[config.mk]
export PLATFORM = sky130hd
export DESIGN_NAME = uopExpander
export DESIGN_NICKNAME = d
export VERILOG_FILES = /design/src/armIsaPkg.sv /design/src/uopPkg.sv /design/src/blockAddrCalc.sv /design/src/regListTracker.sv /design/src/uopEncoder.sv /design/src/uopExpander.sv /design/src/uopSequencer.sv
export SDC_FILE = /design/constraint.sdc
export NUM_CORES = 1
export LEC_CHECK = 0
export ABC_AREA = 1
export BUFFER_PORTS_ARGS = -buffer_cell sky130_fd_sc_hd__buf_2
export CORE_MARGIN = 5
export CORE_UTILIZATION = 55
export CTS_CLUSTER_DIAMETER = 120
export DETAILED_ROUTE_END_ITERATION = 12
export MAX_ROUTING_LAYER = met4
export PLACE_DENSITY = 0.82
export SLEW_MARGIN = 30
export SYNTH_ARGS = -nofsm -noshare
export SYNTH_HDL_FRONTEND = slang
export SYNTH_SLANG_ARGS = --single-unit
[constraint.sdc]
create_clock -name clk -period 7.3 [get_ports clk]
set_input_delay 1.46 -clock clk [delete_from_list [all_inputs] [get_ports clk]]
set_output_delay 1.46 -clock clk [all_outputs]
set_load 0.1 [all_outputs]
[src/armIsaPkg.sv]
`default_nettype none

package armIsaPkg;

	parameter int InstrWidth = 32;                // Instruction and micro-op width

	typedef logic [InstrWidth-1:0] instrT;         // One instruction word
	typedef logic [3:0]            regIdxT;        // Register number
	typedef logic [15:0]           regListT;       // LDM/STM register list field

	parameter int CondMsb      = 31;               // Condition field
	parameter int CondLsb      = 28;
	parameter int RnMsb        = 19;               // Base or first operand register
	parameter int RdMsb        = 15;               // Destination register
	parameter int LoadBit      = 20;               // L bit of transfers
	parameter int WriteBackBit = 21;               // W bit
	parameter int UserBankBit  = 22;               // S bit of LDM/STM
	parameter int UpBit        = 23;               // U bit
	parameter int PreBit       = 24;               // P bit
	parameter int LinkBit      = 24;               // L bit of B/BL

	parameter logic [2:0] ClassDpReg = 3'b000;     // Data processing with register operand
	parameter logic [2:0] ClassDpImm = 3'b001;     // Data processing with immediate
	parameter logic [2:0] ClassLsImm = 3'b010;     // Single LDR/STR with immediate offset
	parameter logic [2:0] ClassBlock = 3'b100;     // LDM/STM
	parameter logic [2:0] ClassBranch = 3'b101;    // B and BL

	parameter logic [3:0] OpcAdd = 4'b0100;
	parameter logic [3:0] OpcSub = 4'b0010;
	parameter logic [3:0] OpcMov = 4'b1101;

	parameter regIdxT RzIdx = 4'd15;               // Hidden Rz when the Rz control selects it
	parameter regIdxT PcIdx = 4'd15;
	parameter regIdxT LrIdx = 4'd14;

	parameter logic [11:0] PcOffset = 12'd4;       // One word, also PC - 4

endpackage

`default_nettype wire

[src/uopPkg.sv]
`default_nettype none

package uopPkg;

	typedef enum logic [2:0] {
		stIdle,                                    // Classifies the decode instruction
		stRsrSecond,                               // Operation on Rz
		stBlSecond,                                // Plain branch after the link
		stBlockXfer,                               // One word per listed register
		stBlockWriteback                           // Base update
	} seqStateT;

	typedef enum logic [2:0] {
		kindPassThrough,
		kindRsrMove,
		kindRsrOperate,
		kindBlLink,
		kindBlBranch,
		kindBlockAddr,
		kindBlockXfer,
		kindBlockWriteback
	} uopKindT;

	typedef struct packed {
		logic rd1InitMux;                          // Initial mux in front of read port 1
		logic wrRz;                                // Write port targets Rz
		logic rd2Rz;                               // Read port 2 reads Rz
		logic rd1Rz;                               // Read port 1 reads Rz
	} rzCtrlT;

	parameter rzCtrlT RzOff        = 4'b0000;
	parameter rzCtrlT RzRsrMove    = 4'b1100;      // Shifted operand lands in Rz
	parameter rzCtrlT RzRsrOperate = 4'b0010;      // Rz replaces Rm
	parameter rzCtrlT RzBlockAddr  = 4'b0100;      // Start address lands in Rz
	parameter rzCtrlT RzBlockXfer  = 4'b0001;      // Rz is the transfer base

endpackage

`default_nettype wire

[src/blockAddrCalc.sv]
`timescale 1ns/100ps
`default_nettype none

module blockAddrCalc #(
	parameter int RegCount = 16
) (
	input  armIsaPkg::instrT              instr,
	input  logic [$clog2(RegCount+1)-1:0] total,        // Registers in the list
	output logic [11:0]                   startOffset,  // Distance from Rn to the lowest word
	output logic                          addUp         // Add rather than subtract
);
	import armIsaPkg::*;

	logic [11:0] listBytes;

	assign listBytes = 12'(total) << 2;                 // 4 bytes per register

	always_comb begin
		case ({instr[PreBit], instr[UpBit]})
			2'b00: begin                                // Decrement after
				startOffset = listBytes - PcOffset;
				addUp = 1'b0;
			end
			2'b01: begin                                // Increment after
				startOffset = 12'd0;
				addUp = 1'b1;
			end
			2'b10: begin                                // Decrement before
				startOffset = listBytes;
				addUp = 1'b0;
			end
			default: begin                              // Increment before
				startOffset = PcOffset;
				addUp = 1'b1;
			end
		endcase
	end

endmodule

`default_nettype wire

[src/regListTracker.sv]
`timescale 1ns/100ps
`default_nettype none

module regListTracker #(
	parameter int RegCount = 16
) (
	input  logic                          clk,
	input  logic                          reset,
	input  logic                          hold,
	input  logic                          listLoad,
	input  logic                          listStep,
	input  armIsaPkg::instrT              instr,
	output armIsaPkg::regIdxT             nextReg,     // Lowest register still listed
	output logic [$clog2(RegCount+1)-1:0] remaining,   // Set bits of the live list
	output logic [$clog2(RegCount+1)-1:0] total        // Set bits of the instruction list
);
	import armIsaPkg::*;

	localparam int CountWidth = $clog2(RegCount+1);

	regListT             instrList;
	logic [RegCount-1:0] liveList;

	assign instrList = instr[15:0];

	always_ff @(posedge clk) begin
		if (reset) begin
			liveList <= '0;
		end else if (!hold) begin
			if (listLoad) begin
				liveList <= instrList[RegCount-1:0];
			end else if (listStep) begin
				liveList <= liveList & (liveList - 1'b1);  // Clear lowest set bit
			end
		end
	end

	assign remaining = CountWidth'($countones(liveList));
	assign total = CountWidth'($countones(instrList[RegCount-1:0]));

	// Scan down so the lowest set bit wins
	always_comb begin
		nextReg = '0;
		for (int i = RegCount - 1; i >= 0; i--) begin
			if (liveList[i]) begin
				nextReg = regIdxT'(i);
			end
		end
	end

endmodule

`default_nettype wire

[src/uopEncoder.sv]
`timescale 1ns/100ps
`default_nettype none

module uopEncoder (
	input  armIsaPkg::instrT  instr,
	input  uopPkg::uopKindT   kind,
	input  armIsaPkg::regIdxT nextReg,        // Data register of the current transfer
	input  logic [11:0]       startOffset,
	input  logic              addUp,
	output armIsaPkg::instrT  uop
);
	import armIsaPkg::*;
	import uopPkg::*;

	logic [3:0] cond;
	regIdxT     rn;
	regListT    instrList;
	logic [7:0] listCount;
	logic [3:0] addrOpc;
	logic [3:0] wbOpc;

	assign cond = instr[CondMsb:CondLsb];
	assign rn = instr[RnMsb -: 4];
	assign instrList = instr[15:0];
	assign listCount = 8'($countones(instrList));
	assign addrOpc = addUp ? OpcAdd : OpcSub;
	assign wbOpc = instr[UpBit] ? OpcAdd : OpcSub;

	always_comb begin
		uop = instr;
		case (kind)
			kindRsrMove: begin
				uop = {cond, ClassDpReg, OpcMov, 1'b0,     // MOV, S clear
					4'b0000, RzIdx,                        // Rn unused, Rz destination
					instr[11:0]};                          // Original shift by register
			end
			kindRsrOperate: begin
				uop = {instr[InstrWidth-1:RdMsb-3],        // Opcode, Rn and Rd kept
					8'h00, RzIdx};                         // Rz with no shift
			end
			kindBlLink: begin
				uop = {cond, ClassDpImm, OpcSub, 1'b0,
					PcIdx, LrIdx, PcOffset};               // LR = PC - 4
			end
			kindBlBranch: begin
				uop = instr;
				uop[LinkBit] = 1'b0;                       // Plain B
			end
			kindBlockAddr: begin
				uop = {cond, ClassDpImm, addrOpc, 1'b0,
					rn, RzIdx,                             // Rz = Rn +/- start
					startOffset};                          // Small enough for rotate 0
			end
			kindBlockXfer: begin
				uop = {cond, ClassLsImm,
					1'b0, 1'b1, 1'b0, 1'b0,                // Post-indexed, up, word
					instr[LoadBit],
					RzIdx, nextReg,                        // Base Rz
					PcOffset};                             // Step one word
			end
			kindBlockWriteback: begin
				uop = {cond, ClassDpImm, wbOpc, 1'b0,
					rn, rn,
					4'hF, listCount};                      // N ror 30 gives 4N
			end
			default: begin
				uop = instr;                               // Pass through
			end
		endcase
	end

endmodule

`default_nettype wire

[src/uopExpander.sv]
`timescale 1ns/100ps
`default_nettype none

module uopExpander #(
	parameter int RegCount = 16                    // Register list length
) (
	input  logic             clk,
	input  logic             reset,
	input  armIsaPkg::instrT instr,                // Decode-stage instruction
	input  logic             hold,                 // Pipeline stall from the core
	output armIsaPkg::instrT uop,
	output logic             instrSelect,          // Pick uop over instr
	output logic             flagHold,
	output logic             uopStall,             // Stall fetch
	output logic             forwardXfer,
	output logic             rsrSecondPass,
	output uopPkg::rzCtrlT   rzCtrl
);
	import armIsaPkg::*;
	import uopPkg::*;

	uopKindT                       kind;
	logic                          listLoad;
	logic                          listStep;
	logic [$clog2(RegCount+1)-1:0] remaining;
	logic [$clog2(RegCount+1)-1:0] total;
	regIdxT                        nextReg;
	logic [11:0]                   startOffset;
	logic                          addUp;

	uopSequencer #(.RegCount(RegCount)) sequencer (
		.clk, .reset, .hold, .instr, .remaining,
		.kind, .listLoad, .listStep, .instrSelect, .flagHold,
		.uopStall, .forwardXfer, .rsrSecondPass, .rzCtrl
	);

	regListTracker #(.RegCount(RegCount)) tracker (
		.clk, .reset, .hold, .listLoad, .listStep, .instr,
		.nextReg, .remaining, .total
	);

	blockAddrCalc #(.RegCount(RegCount)) addrCalc (
		.instr, .total, .startOffset, .addUp
	);

	uopEncoder encoder (
		.instr, .kind, .nextReg, .startOffset, .addUp, .uop
	);

endmodule

`default_nettype wire

[src/uopSequencer.sv]
`timescale 1ns/100ps
`default_nettype none

module uopSequencer #(
	parameter int RegCount = 16
) (
	input  logic                          clk,
	input  logic                          reset,
	input  logic                          hold,
	input  armIsaPkg::instrT              instr,
	input  logic [$clog2(RegCount+1)-1:0] remaining,     // Registers still to transfer
	output uopPkg::uopKindT               kind,
	output logic                          listLoad,      // Capture the list on the next edge
	output logic                          listStep,      // Drop the lowest register
	output logic                          instrSelect,
	output logic                          flagHold,
	output logic                          uopStall,
	output logic                          forwardXfer,
	output logic                          rsrSecondPass,
	output uopPkg::rzCtrlT                rzCtrl
);
	import armIsaPkg::*;
	import uopPkg::*;

	seqStateT state;
	seqStateT nextState;
	logic     isRsr;
	logic     isBl;
	logic     isBlock;
	logic     lastXfer;

	// Register-shifted register operand, BX shares the bit pattern
	assign isRsr = (instr[27:25] == ClassDpReg) && !instr[7] && instr[4]
		&& (instr[27:8] != 20'h12FFF);
	assign isBl = (instr[27:24] == {ClassBranch, 1'b1});
	// Empty lists and user-bank forms go through untouched
	assign isBlock = (instr[27:25] == ClassBlock) && !instr[UserBankBit]
		&& (|instr[RegCount-1:0]);
	assign lastXfer = (remaining == 1);

	always_ff @(posedge clk) begin
		if (reset) begin
			state <= stIdle;
		end else if (!hold) begin                      // Frozen while the core stalls
			state <= nextState;
		end
	end

	always_comb begin
		nextState = state;
		kind = kindPassThrough;
		listLoad = 1'b0;
		listStep = 1'b0;
		instrSelect = 1'b1;                            // Every state but a plain idle uses uop
		flagHold = 1'b0;
		uopStall = 1'b0;
		forwardXfer = 1'b0;
		rsrSecondPass = 1'b0;
		rzCtrl = RzOff;
		case (state)
			stIdle: begin
				if (reset) begin
					instrSelect = 1'b0;                    // No sequence starts in reset
				end else if (isRsr) begin
					kind = kindRsrMove;                    // Rz = shifted operand
					flagHold = 1'b1;                       // Flags belong to the real op
					uopStall = 1'b1;
					rzCtrl = RzRsrMove;
					nextState = stRsrSecond;
				end else if (isBl) begin
					kind = kindBlLink;                     // LR = PC - 4
					uopStall = 1'b1;
					nextState = stBlSecond;
				end else if (isBlock) begin
					kind = kindBlockAddr;                  // Rz = start address
					flagHold = 1'b1;
					uopStall = 1'b1;
					listLoad = 1'b1;
					rzCtrl = RzBlockAddr;
					nextState = stBlockXfer;
				end else begin
					instrSelect = 1'b0;                    // Plain instruction
				end
			end
			stRsrSecond: begin
				kind = kindRsrOperate;
				rsrSecondPass = 1'b1;
				rzCtrl = RzRsrOperate;
				nextState = stIdle;
			end
			stBlSecond: begin
				kind = kindBlBranch;
				nextState = stIdle;
			end
			stBlockXfer: begin
				kind = kindBlockXfer;
				flagHold = 1'b1;
				forwardXfer = 1'b1;                        // Rz advances each transfer
				listStep = 1'b1;
				rzCtrl = RzBlockXfer;
				if (!lastXfer) begin
					uopStall = 1'b1;
				end else if (instr[WriteBackBit]) begin
					uopStall = 1'b1;                       // Base update still to come
					nextState = stBlockWriteback;
				end else begin
					nextState = stIdle;
				end
			end
			stBlockWriteback: begin
				kind = kindBlockWriteback;                 // Rn = Rn +/- 4N
				flagHold = 1'b1;
				nextState = stIdle;
			end
			default: begin
				instrSelect = 1'b0;
				nextState = stIdle;
			end
		endcase
	end

endmodule

`default_nettype wire
==> results of run 1 <==
==> final cells by class <==
| class | count | area (um2) |
|---|---|---|
| Inverter | 98 | 375 |
| Tap cell | 72 | 90.1 |
| Timing Repair Buffer | 67 | 455 |
| Sequential cell | 19 | 380 |
| Clock buffer | 4 | 45.0 |
| Multi-Input combinational cell | 351 | 2410 |
| Fill cell | 522 | 1820 |
==> kinds of logic (layout without fill, tap and decap cells) <==
family	count (synthesis)	count (layout)
buf+inv	104	169
compound gates	71	71
flops	19	19
xor+xnor	5	5
simple gates	213	213
fa+ha+maj	62	62
==> flip-flops by register name, summed over array words and instances, names as in the netlist <==
name              flops
tracker.liveList     16
sequencer.state       3
==> power groups by stage <==
stage          clock network (mW)  registers [mW]  logic, mW
2_1_floorplan                   0           0.120      0.921
3_3_place_gp                    0           0.122       1.17
3_5_place_dp                    0           0.122       1.18
4_1_cts                    0.0769           0.119       1.18
5_1_grt                    0.0809           0.121       1.26
6_report                   0.0762           0.119       1.19
==> how the worst max path moves through the flow <==
stage,startpoint,to,slack (ps)
6_report,instr[9],uop[6],190
5_1_grt,instr[9],uop[6],7
4_1_cts,instr[9],uop[6],200
3_5_place_dp,instr[9],uop[6],200
3_3_place_gp,instr[9],uop[6],270
2_1_floorplan,instr[8],uop[6],-290
==> layer usage <==
layer | track usage, % | wire [um] | share of wire, %
met5 | - | 0 | 0
met4 | 11.2 | 379 | 3.7
met3 | 3.23 | 820 | 8.0
met2 | 50.0 | 5000 | 49
met1 | 35.8 | 4100 | 40
==> worst max-delay path: stages <==
cell and delay [ps]:
buf_2 150, inv_1 100, fa_1 550, inv_1 50
ha_1 170, ha_1 280, fa_1 480, inv_1 50
fa_1 540, fa_1 630, ha_1 190, nand2_1 60
nor2_1 150, nand2_1 80, xor2_1 170, o31ai_2 320
buf_12 220
==> cell usage in the layout, fill, tap and decap left out, drive strengths merged <==
master / count
nor4: 4
nand4: 8
a31oi: 1
a21oi: 32
buf: 67
nor3: 11
a211oi: 1
o2111ai: 6
nand2: 126
nor2: 37
o21ai: 22
clkbuf: 4
xnor2: 1
nand3b: 1
clkinv: 1
nand3: 26
xor2: 4
fa: 20
dfxtp: 19
o31ai: 4
ha: 42
o211ai: 5
inv: 97
==> metrics by stage <==
step	setup TNS, ps	worst slack [ps]
detailed placement	0	197
finish	0	187
floorplan	-291	-291
global route	0	7.00
CTS	0	202
global placement	0	270
==> flow_metrics.env, run 1 <==
export IMPL_async_flop_share_pct=0
export IMPL_rsz0062_at_grt="no"
export IMPL_drt_first_iter_violations=213
export IMPL_start_util_pct=57.3
export IMPL_status="completed"
export IMPL_antenna_found_initial=0
export IMPL_portBuffers=67
export IMPL_overflow=0
export IMPL_die_x_um=86.2
export IMPL_die_area_mm2=0.00743
export IMPL_final_area_mm2=0.00375
export IMPL_path_max_fanout=4
export IMPL_hold_path_end="tracker.liveList[9]$_SDFFE_PP0P_"
export IMPL_grt_pass1_vias=3569
export IMPL_drt_wl_total_um=10300
export IMPL_clk_pin_slew_ps=70
export IMPL_worstReg2RegStart="tracker.liveList[2]$_SDFFE_PP0P_"
export IMPL_fin_util_pct=67.4
export IMPL_worst_setup_path_type="input port to primary output"
export IMPL_syn_to_final_growth_pct=17.6
export IMPL_cts_tree="yes"
export IMPL_drc=0
export IMPL_p_seq_share_pct=8.6
export IMPL_max_vdd_ir_drop_v=0.000389
export IMPL_cts_resized=0
export IMPL_antenna_left=0
export IMPL_r2r_cells=19
export IMPL_grtUsageTotal_pct=29.4
export IMPL_synth_area_leaders="ha_1 (16%), nand2_1 (14%), fa_1 (13%)"
export IMPL_synth_nets=571
export IMPL_synth_simple_gate_area_share_pct=31.3
export IMPL_wl_per_cell_um=16.9
export IMPL_hp_start="tracker.liveList[9]$_SDFFE_PP0P_"
export IMPL_core_area_mm2=0.00557
export IMPL_synth_largest_area_cell="ha_1"
export IMPL_dp_cells=607
export IMPL_clock_sinks=19
export IMPL_p_switching_mw=0.966
export IMPL_num_io_pins=76
export IMPL_hold_viol_final=0
export IMPL_ys_types=36
export IMPL_finalMaxSlewViolations=0
export IMPL_worstMarginPinSlew_ps=633
export IMPL_num_rows=27
export IMPL_reg2reg_setup_slack_ps=2600
export IMPL_synth_most_common_cell="nand2_1"
export IMPL_ys_flop_type="dfxtp_1"
export IMPL_swShare_pct=69.9
export IMPL_synth_enable_flop_cells=0
export IMPL_ctsHoldBuffers=0
export IMPL_syn_area_mm2=0.00319
export IMPL_whs_ps=511
export IMPL_p_clk_share_pct=5.5
export IMPL_cp_arrival_ps=5650
export IMPL_synth_fa_ha_area_share_pct=29.0
export IMPL_place_area_mm2=0.00371
export IMPL_vias_per_cell=5.67
export IMPL_gp_congestion=1.03
export IMPL_whs_path_depth=2
export IMPL_vias=3462
export IMPL_leakage_nw=2.02
export IMPL_skew_ps=3.23
export IMPL_cp_required_ps=5840
export IMPL_dpl_hpwl_um=8700
export IMPL_cp_start_kind="input port"
export IMPL_combPwrFrac_pct=85.9
export IMPL_setup_viol=0
export IMPL_synthMuxAreaShare_pct=0
export IMPL_synth_commonest_cells="nand2_1 (117), inv_1 (90), ha_1 (42)"
export IMPL_die_h_um=86.2
export IMPL_clockBufferDepth=2
export IMPL_timing_fmax_mhz=141
export IMPL_grt_pass1_wl_um=17000
export IMPL_synth_top_family_by_area="simple AND/OR/NAND/NOR gates"
export IMPL_synth_top_cell_area_share_pct=16.5
export IMPL_synth_compound_area_share_pct=12.9
export IMPL_cts_root_buf="clkbuf_8"
export IMPL_synth_xor_area_share_pct=1.37
export IMPL_synth_seq_cells=19
export IMPL_worstSetupEndpointType="primary output"
export IMPL_post_cts_buffers=0
export IMPL_clk_latency_ps=260
export IMPL_power_density_mw_per_mm2=368
export IMPL_avgSynthCellArea_um2=6.74
export IMPL_htreeDepth=1
export IMPL_p_int_mw=0.416
export IMPL_yosysSeqAreaShare_pct=11.9
export IMPL_slew_headroom_pct=57.5
export IMPL_finalNetCount=637
export IMPL_regToRegEndpoint="sequencer.state[0]$_SDFFE_PP0P_"
export IMPL_cts_made_buffers=3
export IMPL_finalCritPeriodShare_pct=97.4
export IMPL_finalNonFillerCells=611
export IMPL_hold_path_class="register to register"
export IMPL_p_total_mw=1.38
export IMPL_synth_warning_count=0
export IMPL_max_cap_viol_count=0
export IMPL_post_route_min_period_ps=7110
export IMPL_firstDrtPassIters=5
export IMPL_antennaDiodeCount=0
export IMPL_grt_max_degree=15
export IMPL_syn_inst=474
export IMPL_layout_drive_gt1_share_pct=18.9
(Power assumes the default switching activity.)
==> run 2: changes to the inputs <==
Settings changed: PLACE_DENSITY 0.82 to 0.81, SYNTH_HIERARCHICAL set to 1.
==> run 2 against run 1 <==
Compared with the run above:
- worst hold slack worse by 15 ps
- synthesized cell count up 10%
- sequential power down 8%
- maximum frequency up 0.84%
- wire length down 12%
- global-route usage down 4.4 points
- combinational power down 27%
- critical path type unchanged
- highest routed layer unchanged
==> flow_metrics.env, run 2 <==
export IMPL_crit_chain="buf_2 > inv_1 > fa_1 > fa_1 > fa_1 > fa_1 > inv_1 > ha_1 > inv_1 > fa_1 > xnor2_1 > nor2_1 > nand3_1 > nand3_1 > nand2_1 > nand2_1 > o21ai_0 > buf_2"
export IMPL_antennaDiodeCount=0
export IMPL_antenna_found_initial=0
export IMPL_max_flop_register="tracker/liveList"
export IMPL_cts_tree="yes"
export IMPL_portBuffers=67
export IMPL_syn_area_mm2=0.00337
export IMPL_drc=0
export IMPL_syn_to_final_growth_pct=13.8
export IMPL_leakage_nw=2.02
export IMPL_path_max_fanout=6
export IMPL_final_common_cell="nand2_1"
export IMPL_setup_tns_ps=0
export IMPL_setup_viol=0
export IMPL_fin_ws_ps=246
export IMPL_grt_pass1_wl_um=15300
export IMPL_place_ws_ps=225
export IMPL_slew_headroom_pct=54.8
export IMPL_die_x_um=88.3
export IMPL_ctsHoldBuffers=0
export IMPL_status="completed"
export IMPL_cts_root_buf="clkbuf_8"
export IMPL_num_rows=28
export IMPL_finalNetCount=660
export IMPL_crit_family="adder cells"
export IMPL_clk_latency_ps=260
export IMPL_critPathSlowestCell="fa_1"
export IMPL_post_route_min_period_ps=7050
export IMPL_drt_wl_total_um=9040
export IMPL_dpl_hpwl_um=7680
export IMPL_die_h_um=88.3
export IMPL_synth_area_leaders="fa_1 (18%), nand2_1 (12%), inv_1 (11%)"
export IMPL_rsz0062_at_grt="no"
export IMPL_clockBufferDepth=2
export IMPL_core_area_mm2=0.00596
export IMPL_vias=3466
export IMPL_p_total_mw=1.05
export IMPL_ys_types=40
export IMPL_die_area_mm2=0.00780
export IMPL_synth_enable_flop_cells=0
export IMPL_skew_ps=2.26
export IMPL_yosysSeqAreaShare_pct=11.3
export IMPL_synth_seq_cells=19
export IMPL_cp_start_kind="input port"
export IMPL_timing_fmax_mhz=142
export IMPL_finalMaxSlewViolations=0
export IMPL_worstSetupEndpointType="primary output"
export IMPL_worstMarginPinSlew_ps=678
export IMPL_vias_per_cell=5.32
export IMPL_wl_per_cell_um=13.9
export IMPL_cp_common_cell="fa_1"
export IMPL_hold_viol_final=0
export IMPL_htreeDepth=1
export IMPL_synth_largest_area_cell="fa_1"
export IMPL_clk_pin_slew_ps=80
export IMPL_grt_max_degree=20
export IMPL_num_io_pins=76
export IMPL_async_flop_share_pct=0
export IMPL_synth_top_cell_area_share_pct=17.8
export IMPL_grt_pass1_vias=3406
export IMPL_start_util_pct=56.6
export IMPL_whs_ps=496
export IMPL_max_cap_viol_count=0
export IMPL_layout_common_cells="nand2_1 (109), inv_1 (103), buf_2 (60)"
export IMPL_finalCritPeriodShare_pct=96.6
export IMPL_clock_sinks=19
export IMPL_layout_drive_gt1_share_pct=20.1
export IMPL_dp_cells=647
export IMPL_cts_made_buffers=3
export IMPL_synth_commonest_cells="nand2_1 (109), inv_1 (103), nor2_1 (52)"
export IMPL_top_regs="tracker/liveList x16, sequencer/state x3"
export IMPL_synth_most_common_cell="nand2_1"
export IMPL_overflow=0
export IMPL_cp_arrival_ps=5590
export IMPL_gp_congestion=0.943
export IMPL_hold_path_class="register to register"
export IMPL_largest_reg_flops=16
export IMPL_syn_inst=522
export IMPL_cp_required_ps=5840
export IMPL_worst_setup_path_type="input port to primary output"
export IMPL_crit_buf_inv=5
export IMPL_post_cts_buffers=0
export IMPL_fillers=566
export IMPL_power_density_mw_per_mm2=274
export IMPL_avgSynthCellArea_um2=6.46
export IMPL_drt_first_iter_violations=233
export IMPL_synth_warning_count=6
export IMPL_ys_flop_type="dfxtp_1"
export IMPL_max_vdd_ir_drop_v=0.000303
export IMPL_firstDrtPassIters=5
export IMPL_critical_path_max_stage_delay_ps=560
export IMPL_finalNonFillerCells=651
export IMPL_antenna_left=0
export IMPL_grtUsageTotal_pct=25.0
## run 2: cell count changes after synthesis, moves of 10 or more
cell | previous run | this run
inv_1 | 90 | 103
ha_1 | 42 | 18
fa_1 | 20 | 30
nand3_1 | 23 | 34
o21ai_0 | 22 | 33
nor2_1 | 32 | 52
## run 2: layer usage
metal	vias to the layer above	share of wire (%)	GRT usage [%]
met5	-	0	-
li1	1719	-	-
met3	6	7.8	3.45
met4	0	0.54	2.61
met2	137	48	42.6
met1	1604	44	32.7
## run 2: logic make-up after synthesis
logic type,share of synthesized area (%)
simple gates,30.6
buf+inv,17.0
compound gates,15.0
fa+ha+maj,24.5
flops,11.3
xor+xnor,1.56
other cells,0.111
## run 2: layout make-up
type | count | area, um2 | area share, %
multi-input cells | 369 | 2440 | 63.5
inverters | 116 | 440 | 11.5
repair buffers | 68 | 435 | 11.4
flip-flops and latches | 19 | 380 | 9.92
well taps | 75 | 93.8 | 2.45
clock buffers | 3 | 41.3 | 1.08
clock inverters | 1 | 7.51 | 0.196
## run 2: stage by stage
step           utilization, %  cell area (um2)
3_5_place_dp             63.6             3780
4_1_cts                  64.4             3830
2_1_floorplan               -             3380
3_3_place_gp             63.4             3780
5_1_grt                  64.4             3840
6_report                 64.4             3840
## run 2: worst paths after layout
kind | start | endpoint | slack (ps) | cells after the start
setup / recovery | instr[11] | uop[6] | 250 | 18
setup reg to reg | tracker/liveList[0]$_SDFFE_PP0P_ | sequencer/state[2]$_SDFFE_PP0P_ | 2940 | 15
hold reg to reg | tracker/liveList[6]$_SDFFE_PP0P_ | tracker/liveList[6]$_SDFFE_PP0P_ | 500 | 2
hold / removal | tracker/liveList[6]$_SDFFE_PP0P_ | tracker/liveList[6]$_SDFFE_PP0P_ | 500 | 2
## run 2: timing repair
item,CTS,global route
endpoints found under the setup margin,0,1
gates resized for setup,0,1
hold endpoints to repair,0,0
## run 2: power breakdown
part	internal [mW]	total, mW	leakage, nW	switching [mW]
combinational	0.235	0.865	1.84	0.630
sequential	0.106	0.109	0.153	0.00271
clock	0.0386	0.0771	0.0217	0.0386
## run 2: tightest hold or removal path: stages, from the launching register on
cell	delay, ps
dfxtp_1	330
nand2_1	70
a21oi_1	50
